File: config.mk
export PLATFORM = sky130hd
export DESIGN_NAME = axi_rd_bridge_top
export DESIGN_NICKNAME = d
export VERILOG_FILES = /design/src/source/axi_rd_pkg.sv /design/src/source/axil_rd_if.sv /design/src/source/axi_rd_bridge_top.sv /design/src/source/axil_rd_info.sv /design/src/source/axil_rd_rom.sv /design/src/source/axil_rd_decoder.sv /design/src/source/axi_axil_rd.sv
export SDC_FILE = /design/constraint.sdc
export NUM_CORES = 1
export LEC_CHECK = 0
export CORE_MARGIN = 2
export CORE_UTILIZATION = 40
export CTS_BUF_LIST = sky130_fd_sc_hd__clkbuf_8 sky130_fd_sc_hd__clkbuf_16
export CTS_CLUSTER_SIZE = 40
export DETAILED_ROUTE_END_ITERATION = 12
export DONT_BUFFER_PORTS = 1
export PLACE_DENSITY_LB_ADDON = 0.3
export REMOVE_ABC_BUFFERS = 1
export SLEW_MARGIN = 20
export SYNTH_ARGS = -nofsm -noshare
export SYNTH_HDL_FRONTEND = slang
export SYNTH_SLANG_ARGS = --single-unit
File: constraint.sdc
create_clock -name i_clk -period 3.2 [get_ports i_clk]
set_input_delay 0.48 -clock i_clk [delete_from_list [all_inputs] [get_ports i_clk]]
set_output_delay 0.48 -clock i_clk [all_outputs]
set_load 0.005 [all_outputs]
File: src/source/rom_init.hex
// ROM words 0 to 15, one 32-bit hex word per line
1F2E3D40
5B6A7988
0C1D2E3F
9A8B7C6D
11223344
55667788
99AABBCC
DDEEFF00
0F1E2D3C
4B5A6978
8796A5B4
C3D2E1F0
13579BDF
2468ACE0
FEDCBA98
76543210

File: src/source/axi_rd_pkg.sv
`default_nettype none

package axi_rd_pkg;

  localparam int ADDR_WIDTH = 8;
  localparam int DATA_WIDTH = 32;
  localparam int ID_WIDTH   = 4;

  typedef logic [ADDR_WIDTH-1:0] addr_t;
  typedef logic [DATA_WIDTH-1:0] data_t;
  typedef logic [  ID_WIDTH-1:0] id_t;
  typedef logic [           7:0] len_t;
  typedef logic [           2:0] size_t;
  typedef logic [           1:0] resp_t;

  localparam resp_t RESP_OKAY   = 2'd0;
  localparam resp_t RESP_SLVERR = 2'd2;
  localparam resp_t RESP_DECERR = 2'd3;

  // Address map, byte addresses
  localparam addr_t ROM_BASE   = 8'h00;
  localparam int    ROM_WORDS  = 16;
  localparam addr_t INFO_BASE  = 8'h40;
  localparam int    INFO_WORDS = 4;

  localparam data_t INFO_VERSION = 32'h0A1D_0001;

endpackage

`default_nettype wire
File: src/source/axil_rd_if.sv
`timescale 1ns/1ps
`default_nettype none

interface axil_rd_if;

  logic                arvalid;
  axi_rd_pkg::addr_t   araddr;
  logic                arready;

  logic                rvalid;
  axi_rd_pkg::data_t   rdata;
  axi_rd_pkg::resp_t   rresp;
  logic                rready;

  modport mgr (
    output arvalid,
    output araddr,
    input  arready,
    input  rvalid,
    input  rdata,
    input  rresp,
    output rready
  );

  modport sub (
    input  arvalid,
    input  araddr,
    output arready,
    output rvalid,
    output rdata,
    output rresp,
    input  rready
  );

endinterface

`default_nettype wire

File: src/source/axi_rd_bridge_top.sv
`timescale 1ns/1ps
`default_nettype none

module axi_rd_bridge_top (
  input  logic                i_clk,
  input  logic                i_rst_n,

  input  logic                i_arvalid,
  input  axi_rd_pkg::id_t     i_arid,
  input  axi_rd_pkg::addr_t   i_araddr,
  input  axi_rd_pkg::len_t    i_arlen,
  input  axi_rd_pkg::size_t   i_arsize,
  input  logic [1:0]          i_arburst,
  output logic                o_arready,

  output logic                o_rvalid,
  output axi_rd_pkg::id_t     o_rid,
  output axi_rd_pkg::data_t   o_rdata,
  output axi_rd_pkg::resp_t   o_rresp,
  output logic                o_rlast,
  input  logic                i_rready
);

  axil_rd_if m_axil ();
  axil_rd_if rom_axil ();
  axil_rd_if info_axil ();

  axi_axil_rd u_adapter (
    .i_clk     (i_clk),
    .i_rst_n   (i_rst_n),
    .i_arvalid (i_arvalid),
    .i_arid    (i_arid),
    .i_araddr  (i_araddr),
    .i_arlen   (i_arlen),
    .i_arsize  (i_arsize),
    .i_arburst (i_arburst),
    .o_arready (o_arready),
    .o_rvalid  (o_rvalid),
    .o_rid     (o_rid),
    .o_rdata   (o_rdata),
    .o_rresp   (o_rresp),
    .o_rlast   (o_rlast),
    .i_rready  (i_rready),
    .m_axil    (m_axil.mgr)
  );

  axil_rd_decoder u_decoder (
    .i_clk   (i_clk),
    .i_rst_n (i_rst_n),
    .up      (m_axil.sub),
    .rom     (rom_axil.mgr),
    .info    (info_axil.mgr)
  );

  axil_rd_rom u_rom (
    .i_clk   (i_clk),
    .i_rst_n (i_rst_n),
    .s       (rom_axil.sub)
  );

  axil_rd_info u_info (
    .i_clk   (i_clk),
    .i_rst_n (i_rst_n),
    .s       (info_axil.sub)
  );

endmodule

`default_nettype wire

File: src/source/axil_rd_info.sv
`timescale 1ns/1ps
`default_nettype none

module axil_rd_info (
  input  logic    i_clk,
  input  logic    i_rst_n,
  axil_rd_if.sub  s
);

  localparam int IDX_W = $clog2(axi_rd_pkg::INFO_WORDS);

  axi_rd_pkg::data_t   read_count;
  logic [IDX_W-1:0]    reg_idx;

  assign reg_idx   = s.araddr[2 +: IDX_W];
  assign s.arready = !s.rvalid;

  always_ff @(posedge i_clk) begin
    if (!i_rst_n) begin
      s.rvalid   <= 1'b0;
      read_count <= '0;
    end else if (s.arvalid && s.arready) begin
      s.rvalid <= 1'b1;
    end else if (s.rvalid && s.rready) begin
      s.rvalid   <= 1'b0;
      // Counts error reads too
      read_count <= read_count + 1'b1;
    end
  end

  always_ff @(posedge i_clk) begin
    if (s.arvalid && s.arready) begin
      case (reg_idx)
        2'd0: begin
          s.rdata <= axi_rd_pkg::INFO_VERSION;
          s.rresp <= axi_rd_pkg::RESP_OKAY;
        end
        2'd1: begin
          s.rdata <= read_count;
          s.rresp <= axi_rd_pkg::RESP_OKAY;
        end
        default: begin
          s.rdata <= '0;
          s.rresp <= axi_rd_pkg::RESP_SLVERR;
        end
      endcase
    end
  end

endmodule

`default_nettype wire

File: src/source/axil_rd_rom.sv
`timescale 1ns/1ps
`default_nettype none

module axil_rd_rom (
  input  logic    i_clk,
  input  logic    i_rst_n,
  axil_rd_if.sub  s
);

  localparam int IDX_W = $clog2(axi_rd_pkg::ROM_WORDS);

  axi_rd_pkg::data_t   mem [axi_rd_pkg::ROM_WORDS];
  logic [IDX_W-1:0]    word_idx;

  initial begin
    $readmemh("/design/src/source/rom_init.hex", mem);
  end

  // Byte lanes within a word are ignored
  assign word_idx = s.araddr[2 +: IDX_W];

  assign s.arready = !s.rvalid;
  assign s.rresp   = axi_rd_pkg::RESP_OKAY;

  always_ff @(posedge i_clk) begin
    if (!i_rst_n) begin
      s.rvalid <= 1'b0;
    end else if (s.arvalid && s.arready) begin
      s.rvalid <= 1'b1;
    end else if (s.rvalid && s.rready) begin
      s.rvalid <= 1'b0;
    end
  end

  always_ff @(posedge i_clk) begin
    if (s.arvalid && s.arready) begin
      s.rdata <= mem[word_idx];
    end
  end

endmodule

`default_nettype wire

File: src/source/axil_rd_decoder.sv
`timescale 1ns/1ps
`default_nettype none

module axil_rd_decoder (
  input  logic    i_clk,
  input  logic    i_rst_n,
  axil_rd_if.sub  up,
  axil_rd_if.mgr  rom,
  axil_rd_if.mgr  info
);

  typedef enum logic [1:0] {
    DEC_IDLE,
    DEC_ROM,
    DEC_INFO,
    DEC_ERR
  } dec_state_t;

  dec_state_t          state;
  axi_rd_pkg::addr_t   rom_off;
  axi_rd_pkg::addr_t   info_off;
  logic                hit_rom;
  logic                hit_info;

  // Offsets wrap for addresses below a base, so one compare per region
  assign rom_off  = up.araddr - axi_rd_pkg::ROM_BASE;
  assign info_off = up.araddr - axi_rd_pkg::INFO_BASE;
  assign hit_rom  = rom_off < axi_rd_pkg::addr_t'(axi_rd_pkg::ROM_WORDS * 4);
  assign hit_info = info_off < axi_rd_pkg::addr_t'(axi_rd_pkg::INFO_WORDS * 4);

  assign rom.araddr   = rom_off;
  assign info.araddr  = info_off;
  assign rom.arvalid  = up.arvalid && (state == DEC_IDLE) && hit_rom;
  assign info.arvalid = up.arvalid && (state == DEC_IDLE) && hit_info;

  always_comb begin
    up.arready = 1'b0;
    up.rvalid  = 1'b0;
    up.rdata   = '0;
    up.rresp   = axi_rd_pkg::RESP_OKAY;
    rom.rready  = 1'b0;
    info.rready = 1'b0;

    case (state)
      DEC_IDLE: begin
        if (hit_rom) begin
          up.arready = rom.arready;
        end else if (hit_info) begin
          up.arready = info.arready;
        end else begin
          up.arready = 1'b1;
        end
      end
      DEC_ROM: begin
        up.rvalid  = rom.rvalid;
        up.rdata   = rom.rdata;
        up.rresp   = rom.rresp;
        rom.rready = up.rready;
      end
      DEC_INFO: begin
        up.rvalid   = info.rvalid;
        up.rdata    = info.rdata;
        up.rresp    = info.rresp;
        info.rready = up.rready;
      end
      default: begin
        // Unmapped address answered here
        up.rvalid = 1'b1;
        up.rresp  = axi_rd_pkg::RESP_DECERR;
      end
    endcase
  end

  always_ff @(posedge i_clk) begin
    if (!i_rst_n) begin
      state <= DEC_IDLE;
    end else begin
      case (state)
        DEC_IDLE: begin
          if (up.arvalid && up.arready) begin
            state <= hit_rom ? DEC_ROM : (hit_info ? DEC_INFO : DEC_ERR);
          end
        end
        default: begin
          if (up.rvalid && up.rready) begin
            state <= DEC_IDLE;
          end
        end
      endcase
    end
  end

endmodule

`default_nettype wire

File: src/source/axi_axil_rd.sv
`timescale 1ns/1ps
`default_nettype none

module axi_axil_rd (
  input  logic                i_clk,
  input  logic                i_rst_n,

  input  logic                i_arvalid,
  input  axi_rd_pkg::id_t     i_arid,
  input  axi_rd_pkg::addr_t   i_araddr,
  input  axi_rd_pkg::len_t    i_arlen,
  input  axi_rd_pkg::size_t   i_arsize,
  // Burst type ignored and every burst runs as INCR
  input  logic [1:0]          i_arburst,
  output logic                o_arready,

  output logic                o_rvalid,
  output axi_rd_pkg::id_t     o_rid,
  output axi_rd_pkg::data_t   o_rdata,
  output axi_rd_pkg::resp_t   o_rresp,
  output logic                o_rlast,
  input  logic                i_rready,

  axil_rd_if.mgr              m_axil
);

  typedef enum logic {
    ST_IDLE,
    ST_BURST
  } state_t;

  state_t              state;
  state_t              state_next;

  axi_rd_pkg::addr_t   r_addr;
  axi_rd_pkg::addr_t   addr_next;
  axi_rd_pkg::id_t     r_id;
  axi_rd_pkg::id_t     id_next;
  axi_rd_pkg::len_t    r_len;
  axi_rd_pkg::len_t    len_next;
  axi_rd_pkg::size_t   r_size;
  axi_rd_pkg::size_t   size_next;
  axi_rd_pkg::addr_t   beat_bytes;

  logic                arready_next;
  logic                last_q;
  logic                rlast_next;
  logic                m_arvalid_next;
  axi_rd_pkg::addr_t   m_araddr_next;

  // Beats pass straight through, tagged with the stored ID
  assign o_rvalid      = m_axil.rvalid;
  assign o_rdata       = m_axil.rdata;
  assign o_rresp       = m_axil.rresp;
  assign o_rid         = r_id;
  assign m_axil.rready = i_rready;

  // Registered last flag shown only with a beat
  assign o_rlast = last_q && m_axil.rvalid;

  assign beat_bytes = axi_rd_pkg::addr_t'(1) << r_size;

  always_comb begin
    state_next     = state;
    addr_next      = r_addr;
    id_next        = r_id;
    len_next       = r_len;
    size_next      = r_size;
    arready_next   = 1'b0;
    rlast_next     = last_q;
    m_arvalid_next = m_axil.arvalid && !m_axil.arready;
    m_araddr_next  = m_axil.araddr;

    case (state)
      ST_IDLE: begin
        arready_next = 1'b1;
        if (i_arvalid && o_arready) begin
          state_next     = ST_BURST;
          arready_next   = 1'b0;
          addr_next      = i_araddr;
          id_next        = i_arid;
          len_next       = i_arlen;
          size_next      = i_arsize;
          m_arvalid_next = 1'b1;
          m_araddr_next  = i_araddr;
          rlast_next     = (i_arlen == '0);
        end
      end

      ST_BURST: begin
        if (m_axil.rvalid && m_axil.rready) begin
          addr_next  = r_addr + beat_bytes;
          len_next   = r_len - 1'b1;
          rlast_next = (len_next == '0);
          if (r_len == '0) begin
            state_next     = ST_IDLE;
            arready_next   = 1'b1;
            m_arvalid_next = 1'b0;
          end else begin
            // Next single read of the burst
            m_arvalid_next = 1'b1;
            m_araddr_next  = addr_next;
          end
        end
      end

      default: state_next = ST_IDLE;
    endcase
  end

  always_ff @(posedge i_clk) begin
    if (!i_rst_n) begin
      state          <= ST_IDLE;
      o_arready      <= 1'b0;
      last_q         <= 1'b0;
      m_axil.arvalid <= 1'b0;
    end else begin
      state          <= state_next;
      o_arready      <= arready_next;
      last_q         <= rlast_next;
      m_axil.arvalid <= m_arvalid_next;
    end
  end

  always_ff @(posedge i_clk) begin
    r_addr        <= addr_next;
    r_id          <= id_next;
    r_len         <= len_next;
    r_size        <= size_next;
    m_axil.araddr <= m_araddr_next;
  end

endmodule

`default_nettype wire

==> results of run 1 <==
placed cells by master (no fill, tap or decap), types with 3 or more instances in the layout:
cell type  netlist  routed
ha_1            11      11
o31ai_1          4       4
nor2_1          27      26
a31oi_1          5       5
nor4_1           3       3
and3_1           5       5
or3_1            7       7
nor2b_1          6       5
nor3b_1          3       3
nor3_1          12      12
nand4_1         13      13
dfxtp_1         40      40
o21ai_0         14      14
mux2_2           3       3
a21oi_1         17      17
xor2_1           9       9
and2_1          87      87
nand3_1         19      19
edfxtp_1        62      62
clkbuf_16        0       9
inv_1           14      15
o21a_1           3       3
buf_4            1       5
nand2_1         36      36
xnor2_1         23      23
a21boi_0         8       8
state kept, by name (all words and copies together) (netlist names):
| register | count |
|---|---|
| u_adapter.o_arready | 1 |
| u_adapter.state | 1 |
| u_info.s.rdata | 32 |
| u_adapter.m_axil.arvalid | 1 |
| u_adapter.m_axil.araddr | 6 |
| u_adapter.o_rid | 4 |
| u_rom.s.rvalid | 1 |
| u_info.s.rvalid | 1 |
| u_adapter.r_addr | 8 |
| u_adapter.last_q | 1 |
| u_info.s.rresp | 1 |
| u_info.read_count | 32 |
| u_adapter.r_size | 3 |
| u_adapter.r_len | 8 |
| u_decoder.state | 2 |
path summary, 6_finish.rpt:
kind | startpoint | end | slack [ns] | cells past startpoint
worst min-delay path | i_arid[1] | u_adapter.o_rid[1] | 0.23 | 0
worst max register to register | u_adapter.r_size[0] | u_adapter.r_addr[6] | 0.65 | 9
worst max-delay path | u_adapter.r_size[0] | u_adapter.r_addr[6] | 0.65 | 9
worst min register to register | u_info.read_count[31] | u_info.read_count[31] | 0.48 | 2
cell type report:
type / instances / area share
Multi-Input combinational cell: 344 / 0.4035
Clock buffer: 9 / 0.04125
Tap cell: 168 / 0.03850
Timing Repair Buffer: 5 / 0.006874
Sequential cell: 102 / 0.4876
Clock inverter: 7 / 0.01192
Inverter: 15 / 0.01031
logic make-up (layout without fill, tap and decap cells):
logic type               Yosys count  count (layout)  share of synthesized area
AND/OR/NAND/NOR                  236             236                     0.2681
multiplexers                       3               3                   0.006714
flip-flops                       102             102                     0.5292
adder cells (fa/ha/maj)           12              12                    0.03134
XOR/XNOR                          32              32                    0.05571
AO/OA/AOI/OAI                     61              61                    0.07511
buffers and inverters             37              36                    0.03382
routing by layer:
metal	share of wire	vias to the layer above
li1	-	1671
met1	0.45	1506
met2	0.50	68
met3	0.047	6
met4	0.0076	0
met5	0	-
where the power goes:
group	switching, mW	internal [mW]
Sequential	0.0220	1.42
Combinational	0.0758	0.0500
Clock	0.464	0.602
Total	0.562	2.07
worst register-to-register path, stage by stage (launching register included):
cell and delay (ns):
edfxtp_1 0.49, nor3_1 0.23, ha_1 0.19, inv_1 0.06
fa_1 0.41, nor2b_1 0.11, o21ai_0 0.11, a21boi_0 0.40
or3_1 0.18, nand4_1 0.11
per-stage QoR:
stage | area, um^2 | total power, mW | setup WS [ns]
after floorplan | 4917 | 1.559 | 0.4482
after global placement | 5170 | 1.595 | 0.7875
after detailed placement | 5170 | 1.598 | 0.6807
after CTS | 5460 | 2.665 | 0.6580
after global routing | 5460 | 2.742 | 0.4574
final | 5460 | 2.634 | 0.6466
==> summary.txt, run 1 <==
Routability Congestion: 0.8436
critical path class: register to register
number of synthesized flops with an enable pin: 62
FMAX: 0.3916 GHz
Pre-antenna DRT Iters: 4
Synth area leader: edfxtp_1
I/O pin count: 70
Initial Util: 0.4137
final cell count without fillers: 650
Fin Setup TNS: 0 ns
Antenna Nets Post-Route: 0
syn_area_per_cell: 10.42 um^2
ys flop type: edfxtp_1
area grow syn2layout: 8.530%
Die Y: 116.2 um
DR DRC count: 0
final period utilization: 0.7979
grt met1 use: 0.1856
# diodes: 0
WP data arrival: 2.63 ns
vias in the first global route: 3,126
max_slew headroom: 0.5214
ranking of synthesized cells by area: edfxtp_1 (37%), dfxtp_1 (16%), and2_1 (11%)
first-pass GRT wire length: 15,210 um
M2 GR Usage: 0.2456
Clock Latency Late Sink: 0.34 ns
Core Box Area: 12,160 um^2
top-count cell post-synth: and2_1
Yosys warning count: 0
Wirelength per Cell: 13.89 um
DR iter-0 viols: 115
FF+latch count, synth: 102
slowest cell delay on critical path: 0.49 ns
Clock Tree Root: clkbuf_16
Post-Route Utilization: 0.4490
Die ar.: 13,490 um^2
antenna violations before repair: 0
CTS clk-pin slew, worst paths: 0.06 ns
area fraction of the dominant cell type after synthesis: 0.3701
global route overflow: 0
P per Cell Area: 482.3 nW/um^2
CTS HTree Levels: 3
Slew Viols, Final: 0
CP Cell Sequence: nor3_1 > ha_1 > inv_1 > fa_1 > nor2b_1 > o21ai_0 > a21boi_0 > or3_1 > nand4_1
CP delay by family, top: simple AND/OR/NAND/NOR gates
Setup Buffers After CTS: 0
input/output buffers: 0
sequential fraction of the synthesis area: 0.5292
Die Wd: 116.2 um
Worst Tran Pin Value: 0.7153 ns
WP buf/inv: 1
fin crit period: 2.553 ns
final setup vio count: 0
Hold Path Class: primary input to register
Post-synth top cells: and2_1 (87), edfxtp_1 (62), dfxtp_1 (40), nand2_1 (36), nor2_1 (27)
DP HPWL: 6203 um
# nets final: 518
peak supply drop: 0.0003652 V
DRT Wirelength: 9029 um
Syn Std Cell Area: 5031 um^2
maximum buffer depth of the clock tree: 2
Setup Skew: 0.006516 ns
hold_ws: 0.2309 ns
fill cell count: 1,163
Final Hold Violating Endpoints: 0
Slowest cell on crit path: edfxtp_1
CTS Buf Count: 9
all-layer global routing usage: 0.1461
layout cells sized above 1: 0.07054
CP max FO: 8
RSZ-0062 raised after global routing: no
PostCTS Resize Cnt: 0
P_leak: 2.003 nW
status: completed
clock sink count: 102
flip-flop and latch area: 2663 um^2
Max Cap Viol: 0
dpl cells: 634
Hold Buf Count CTS: 0
largest net degree at the start of global routing: 41
Vias/cell: 5.002
row count: 40
Worst Path Required: 3.27 ns
TritonCTS clock tree: yes
vias post-DR: 3,251
Critical Path Start Type: register
met3 Use GR: 0.04774
CP Capture Type: register
Async S/R FF share, synth: 0
grt peak-use layer: met2
Mapped Cells: 483
area of the multi-input gates: 2203 um^2
unique cell type count in the Yosys netlist: 54
No activity file was read; power rests on OpenSTA's default activity.
==> inputs of run 2 (changes only) <==
- clock period: 3.2 -> 2.4 ns (I/O delays scaled with it)
==> summary.txt, run 2 (synthesized netlist as in run 1, its figures left out) <==
Die ar.: 13,490 um^2 (unchanged)
final period utilization: 0.9473 (+0.1494)
DR iter-0 viols: 137 (+19%)
P per Cell Area: 628.2 nW/um^2 (+30%)
Fin Setup TNS: 0 ns (unchanged)
Worst Path Required: 2.47 ns (-0.80 ns)
Wirelength per Cell: 14.29 um (+2.9%)
Largest regs: u_info.read_count x32, u_info.s.rdata x32
Hold Buf Count CTS: 0 (unchanged)
DP Worst Slack: 0.009346 ns (-0.6714 ns)
DRT Wirelength: 9344 um (+3.5%)
Final WS setup: 0.1264 ns (-0.5203 ns)
Clock Tree Root: clkbuf_16
clock sink count: 102 (unchanged)
all-layer global routing usage: 0.1483 (+0.002215)
Die Wd: 116.2 um (unchanged)
Pwr Total: 3.460 mW (+31%)
Vias/cell: 5.083 (+1.6%)
Pre-antenna DRT Iters: 4 (unchanged)
most common cell after layout, fill and taps aside: and2_1
Final Hold Violating Endpoints: 0 (unchanged)
Die Y: 116.2 um (unchanged)
critical path class: register to register
input/output buffers: 0 (unchanged)
final setup vio count: 0 (unchanged)
fin crit period: 2.274 ns (-0.2797 ns)
CP Cell Sequence: nor3_2 > ha_1 > inv_1 > fa_1 > nor2b_1 > o21ai_1 > a21boi_2 > or3_1 > nand4_1
Antenna Nets Post-Route: 0 (unchanged)
RSZ-0062 raised after global routing: no
Slowest cell on crit path: edfxtp_1
first-pass GRT wire length: 15,280 um (+0.41%)
maximum buffer depth of the clock tree: 2 (unchanged)
I/O pin count: 70 (unchanged)
most frequent cells in the layout: and2_1 (87), edfxtp_1 (62), dfxtp_1 (40)
Slew Viols, Final: 0 (unchanged)
Critical Path Start Type: register
max_slew headroom: 0.5822 (+0.06081)
layout cells sized above 1: 0.08436 (+0.01382)
row count: 40 (unchanged)
status: completed
WP data arrival: 2.34 ns (-0.29 ns)
Post-Route Utilization: 0.4529 (+0.003910)
DP HPWL: 6445 um (+3.9%)
Initial Util: 0.4137 (unchanged)
TritonCTS clock tree: yes
FMAX: 0.4398 GHz (+12%)
WP buf/inv: 1 (unchanged)
Worst Tran Pin Value: 0.6210 ns (-0.09429 ns)
Hold Path Class: primary input to register
DR DRC count: 0 (unchanged)
largest net degree at the start of global routing: 41 (unchanged)
slowest cell delay on critical path: 0.40 ns (-0.09 ns)
Setup Skew: 0.007234 ns (+0.0007183 ns)
CTS clk-pin slew, worst paths: 0.07 ns (about the same)
CTS HTree Levels: 3 (unchanged)
antenna violations before repair: 0 (unchanged)
P_leak: 2.027 nW (+1.2%)
CP Capture Type: register
Clock Latency Late Sink: 0.35 ns (about the same)
Core Box Area: 12,160 um^2 (unchanged)
# diodes: 0 (unchanged)
vias post-DR: 3,324 (+2.2%)
Routability Congestion: 0.9013 (+6.8%)
area grow syn2layout: 9.475%
vias in the first global route: 3,181 (+1.8%)
global route overflow: 0 (unchanged)
Max Cap Viol: 0 (unchanged)
CTS Buf Count: 9 (unchanged)
# nets final: 522 (+0.77%)
peak supply drop: 0.0002786 V (-24%)
CP max FO: 3 (-5)
CP delay by family, top: adder cells
run 2: power breakdown:
part | leakage (nW) | internal (mW) | switching, mW
Clock | 0.142 | 0.749 | 0.609
Combinational | 0.936 | 0.0723 | 0.104
Sequential | 0.949 | 1.89 | 0.0320
run 2: final timing paths:
kind | startpoint | endpoint | slack, ns | depth (start not counted)
worst max-delay path | u_adapter.r_size[0] | u_adapter.m_axil.araddr[6] | 0.13 | 9
worst max register to register | u_adapter.r_size[0] | u_adapter.m_axil.araddr[6] | 0.13 | 9
worst min register to register | u_adapter.m_axil.arvalid | u_adapter.m_axil.arvalid | 0.49 | 2
worst min-delay path | i_arsize[2] | u_adapter.r_size[2] | 0.11 | 0
run 2: worst register-to-register path: cells and delay by family, from the launching register on:
kind	cells	cell delay (ns)
adder cells (fa/ha/maj)	2	0.62
buffers and inverters	1	0.06
flip-flops	1	0.40
AND/OR/NAND/NOR	4	0.62
AO/OA/AOI/OAI	2	0.30
run 2: routing by layer:
| layer | vias up | global-route usage | wire (um) |
|---|---|---|---|
| li1 | 1686 | - | - |
| met1 | 1537 | 0.1778 | 4234 |
| met2 | 81 | 0.2522 | 4500 |
| met3 | 20 | 0.03062 | 358 |
| met4 | 0 | 0.07857 | 251 |
| met5 | - | 0 | 0 |
run 2: area by class of cell:
class | instances | area [um^2]
timing repair buffer | 9 | 80.08
multi-input combinational | 344 | 2221
tap | 168 | 210.2
inverter | 15 | 56.30
clock buffer | 11 | 252.7
fill | 1146 | 6654
clock inverter | 5 | 25.02
sequential | 102 | 2663
run 2: repair_timing:
| action | CTS | global route |
|---|---|---|
| resized for setup | 1 | 5 |
| pin swaps | 0 | 1 |
| endpoints found under the setup margin | 2 | 4 |
| hold endpoints to repair | 0 | 0 |
| buffers inserted | 0 | 0 |
run 2: through the flow:
stage                     std cells  cell area, um^2  hold WS [ns]
after global placement          638             5213        0.4589
after floorplan                 461             4917        0.4482
final                           654             5508        0.1078
after CTS                       654             5490       0.09007
after detailed placement        638             5213        0.4589
after global routing            654             5508       0.09031
==> inputs of run 3 (changes only) <==
- CTS_CLUSTER_DIAMETER: not set -> 60
- MAX_ROUTING_LAYER: not set -> met4
- clock period: 2.4 -> 2 ns (I/O delays scaled with it)
==> summary.txt, run 3 (synthesized netlist as in run 1, its figures left out) <==
P per Cell Area: 719.6 nW/um^2 (+15%)
placed inst area: 5363 um^2 (+2.9%)
area grow syn2layout: 16.56%
FMAX: 0.4711 GHz (+7.1%)
Final WS setup: -0.1229 ns (-0.2492 ns)
CTS HTree Levels: 3 (unchanged)
# nets final: 553 (+5.9%)
DR DRC count: 0 (unchanged)
Pre-antenna DRT Iters: 4 (unchanged)
Max Cap Viol: 0 (unchanged)
maximum buffer depth of the clock tree: 2 (unchanged)
critical path class: register to register
Layout Cell Area excl Fill: 5864 um^2 (+6.5%)
CTS clk-pin slew, worst paths: 0.07 ns (about the same)
CP Capture Type: register
P_leak: 2.205 nW (+8.8%)
failing checks: negative setup slack
fin crit period: 2.123 ns (-0.1508 ns)
global route overflow: 0 (unchanged)
final setup vio count: 10 (+10)
Slew Viols, Final: 0 (unchanged)
worst r2r src: u_adapter.r_size[2]
Critical Path Start Type: register
R2R depth: 7 (-2)
Wirelength per Cell: 14.27 um (-0.14%)
first-pass GRT wire length: 15,610 um (+2.2%)
Setup Skew: 0.006948 ns (-0.0002856 ns)
row count: 40 (unchanged)
vias post-DR: 3,414 (+2.7%)
Vias/cell: 4.984 (-1.9%)
reg2reg setup slack: -0.12 ns (-0.25 ns)
all-layer global routing usage: 0.1554 (+0.007021)
Worst Tran Pin Value: 0.7043 ns (+0.08333 ns)
status: finished, violations left
input/output buffers: 0 (unchanged)
TritonCTS clock tree: yes
layout cells sized above 1: 0.1760 (+0.09165)
vias in the first global route: 3,344 (+5.1%)
most frequent cells in the layout: and2_1 (87), edfxtp_1 (62), dfxtp_1 (40)
Die ar.: 13,490 um^2 (unchanged)
Hold Path Depth: 0 (unchanged)
Hold Path Class: primary input to register
max_slew headroom: 0.5305 (-0.05174)
Die Y: 116.2 um (unchanged)
DRT Wirelength: 9773 um (+4.6%)
WP data arrival: 2.33 ns (about the same)
I/O pin count: 70 (unchanged)
final period utilization: 1.061 (+0.1141)
Initial Util: 0.4137 (unchanged)
RSZ-0062 raised after global routing: yes
final cell count without fillers: 685 (+4.7%)
Final Hold Violating Endpoints: 0 (unchanged)
dpl cells: 658 (+3.1%)
Clock Tree Root: clkbuf_16
Core Box Area: 12,160 um^2 (unchanged)
antenna violations before repair: 0 (unchanged)
DP HPWL: 6572 um (+2.0%)
Antenna Nets Post-Route: 0 (unchanged)
Routability Congestion: 0.9055 (+0.47%)
Largest regs: u_info.read_count x32, u_info.s.rdata x32
Worst Setup SP: u_adapter.r_size[2]
Hold Buf Count CTS: 0 (unchanged)
end point of the critical path: u_adapter.m_axil.araddr[6]
Clock Latency Late Sink: 0.35 ns (about the same)
worst reg2reg path endpoint: u_adapter.m_axil.araddr[6]
CP max FO: 7 (+4)
Die Wd: 116.2 um (unchanged)
most common cell after layout, fill and taps aside: and2_1
CTS Buf Count: 9 (unchanged)
DR iter-0 viols: 120 (-12%)
largest net degree at the start of global routing: 41 (unchanged)
# diodes: 0 (unchanged)
peak supply drop: 0.0003198 V (+15%)
Worst Path Required: 2.21 ns (-0.26 ns)
clock sink count: 102 (unchanged)
## run 3: final cells by class
type / instances / area, um^2
inverters: 15 / 56.30
clock inverters: 5 / 27.53
clock buffers: 11 / 252.7
well taps: 168 / 210.2
fillers: 1128 / 6297
multi-input cells: 344 / 2331
repair buffers: 40 / 324.1
flip-flops and latches: 102 / 2663
## run 3: how the worst min path moves through the flow
stage           startpoint                   to  slack [ns]
2_1_floorplan    i_arid[0]   u_adapter.o_rid[0]        0.40
3_3_place_gp   i_arsize[2]  u_adapter.r_size[2]        0.40
3_5_place_dp     i_arid[1]   u_adapter.o_rid[1]        0.40
4_1_cts        i_arsize[2]  u_adapter.r_size[2]        0.02
5_1_grt        i_arsize[0]  u_adapter.r_size[0]        0.03
6_report       i_arsize[2]  u_adapter.r_size[2]        0.04
## run 3: what timing repair did
action,in CTS,in global routing
buffers inserted,8,3
hold endpoints to repair,0,0
gates resized for setup,14,20
pin swaps,10,14
setup endpoints to repair,10,12
## run 3: metal layers
metal,vias to the layer above,wire [um],global-route usage
met3,12,371,0.03114
met5,-,0,-
met2,73,4759,0.2589
met1,1583,4483,0.1859
li1,1746,-,-
met4,0,159,0.06190
## run 3: report_power, final
| group | internal (mW) | total, mW | switching [mW] |
|---|---|---|---|
| Sequential | 2.27 | 2.31 | 0.0343 |
| Clock | 0.900 | 1.64 | 0.736 |
| Combinational | 0.127 | 0.277 | 0.150 |
| Total | 3.30 | 4.22 | 0.921 |
## run 3: critical path, stage by stage (launching register included)
cell,delay (ns)
edfxtp_1,0.42
buf_6,0.17
and3b_1,0.20
ha_1,0.30
inv_1,0.08
or3_1,0.36
or3_1,0.34
nand4_1,0.11
## run 3: metrics by stage
step / worst slack (ns) / TNS [ns] / util / hold slack, ns / power (mW)
2_1_floorplan: -0.7518 / -25.44 / - / 0.3989 / 2.494
3_5_place_dp: -0.3084 / -1.817 / 0.4409 / 0.3989 / 2.581
6_report: -0.1229 / -0.8039 / 0.4822 / 0.04204 / 4.220
3_3_place_gp: -0.2635 / -1.327 / 0.4409 / 0.3989 / 2.576
5_1_grt: -0.2289 / -1.894 / 0.4822 / 0.02713 / 4.381
4_1_cts: -0.1091 / -0.5923 / 0.4721 / 0.02330 / 4.246
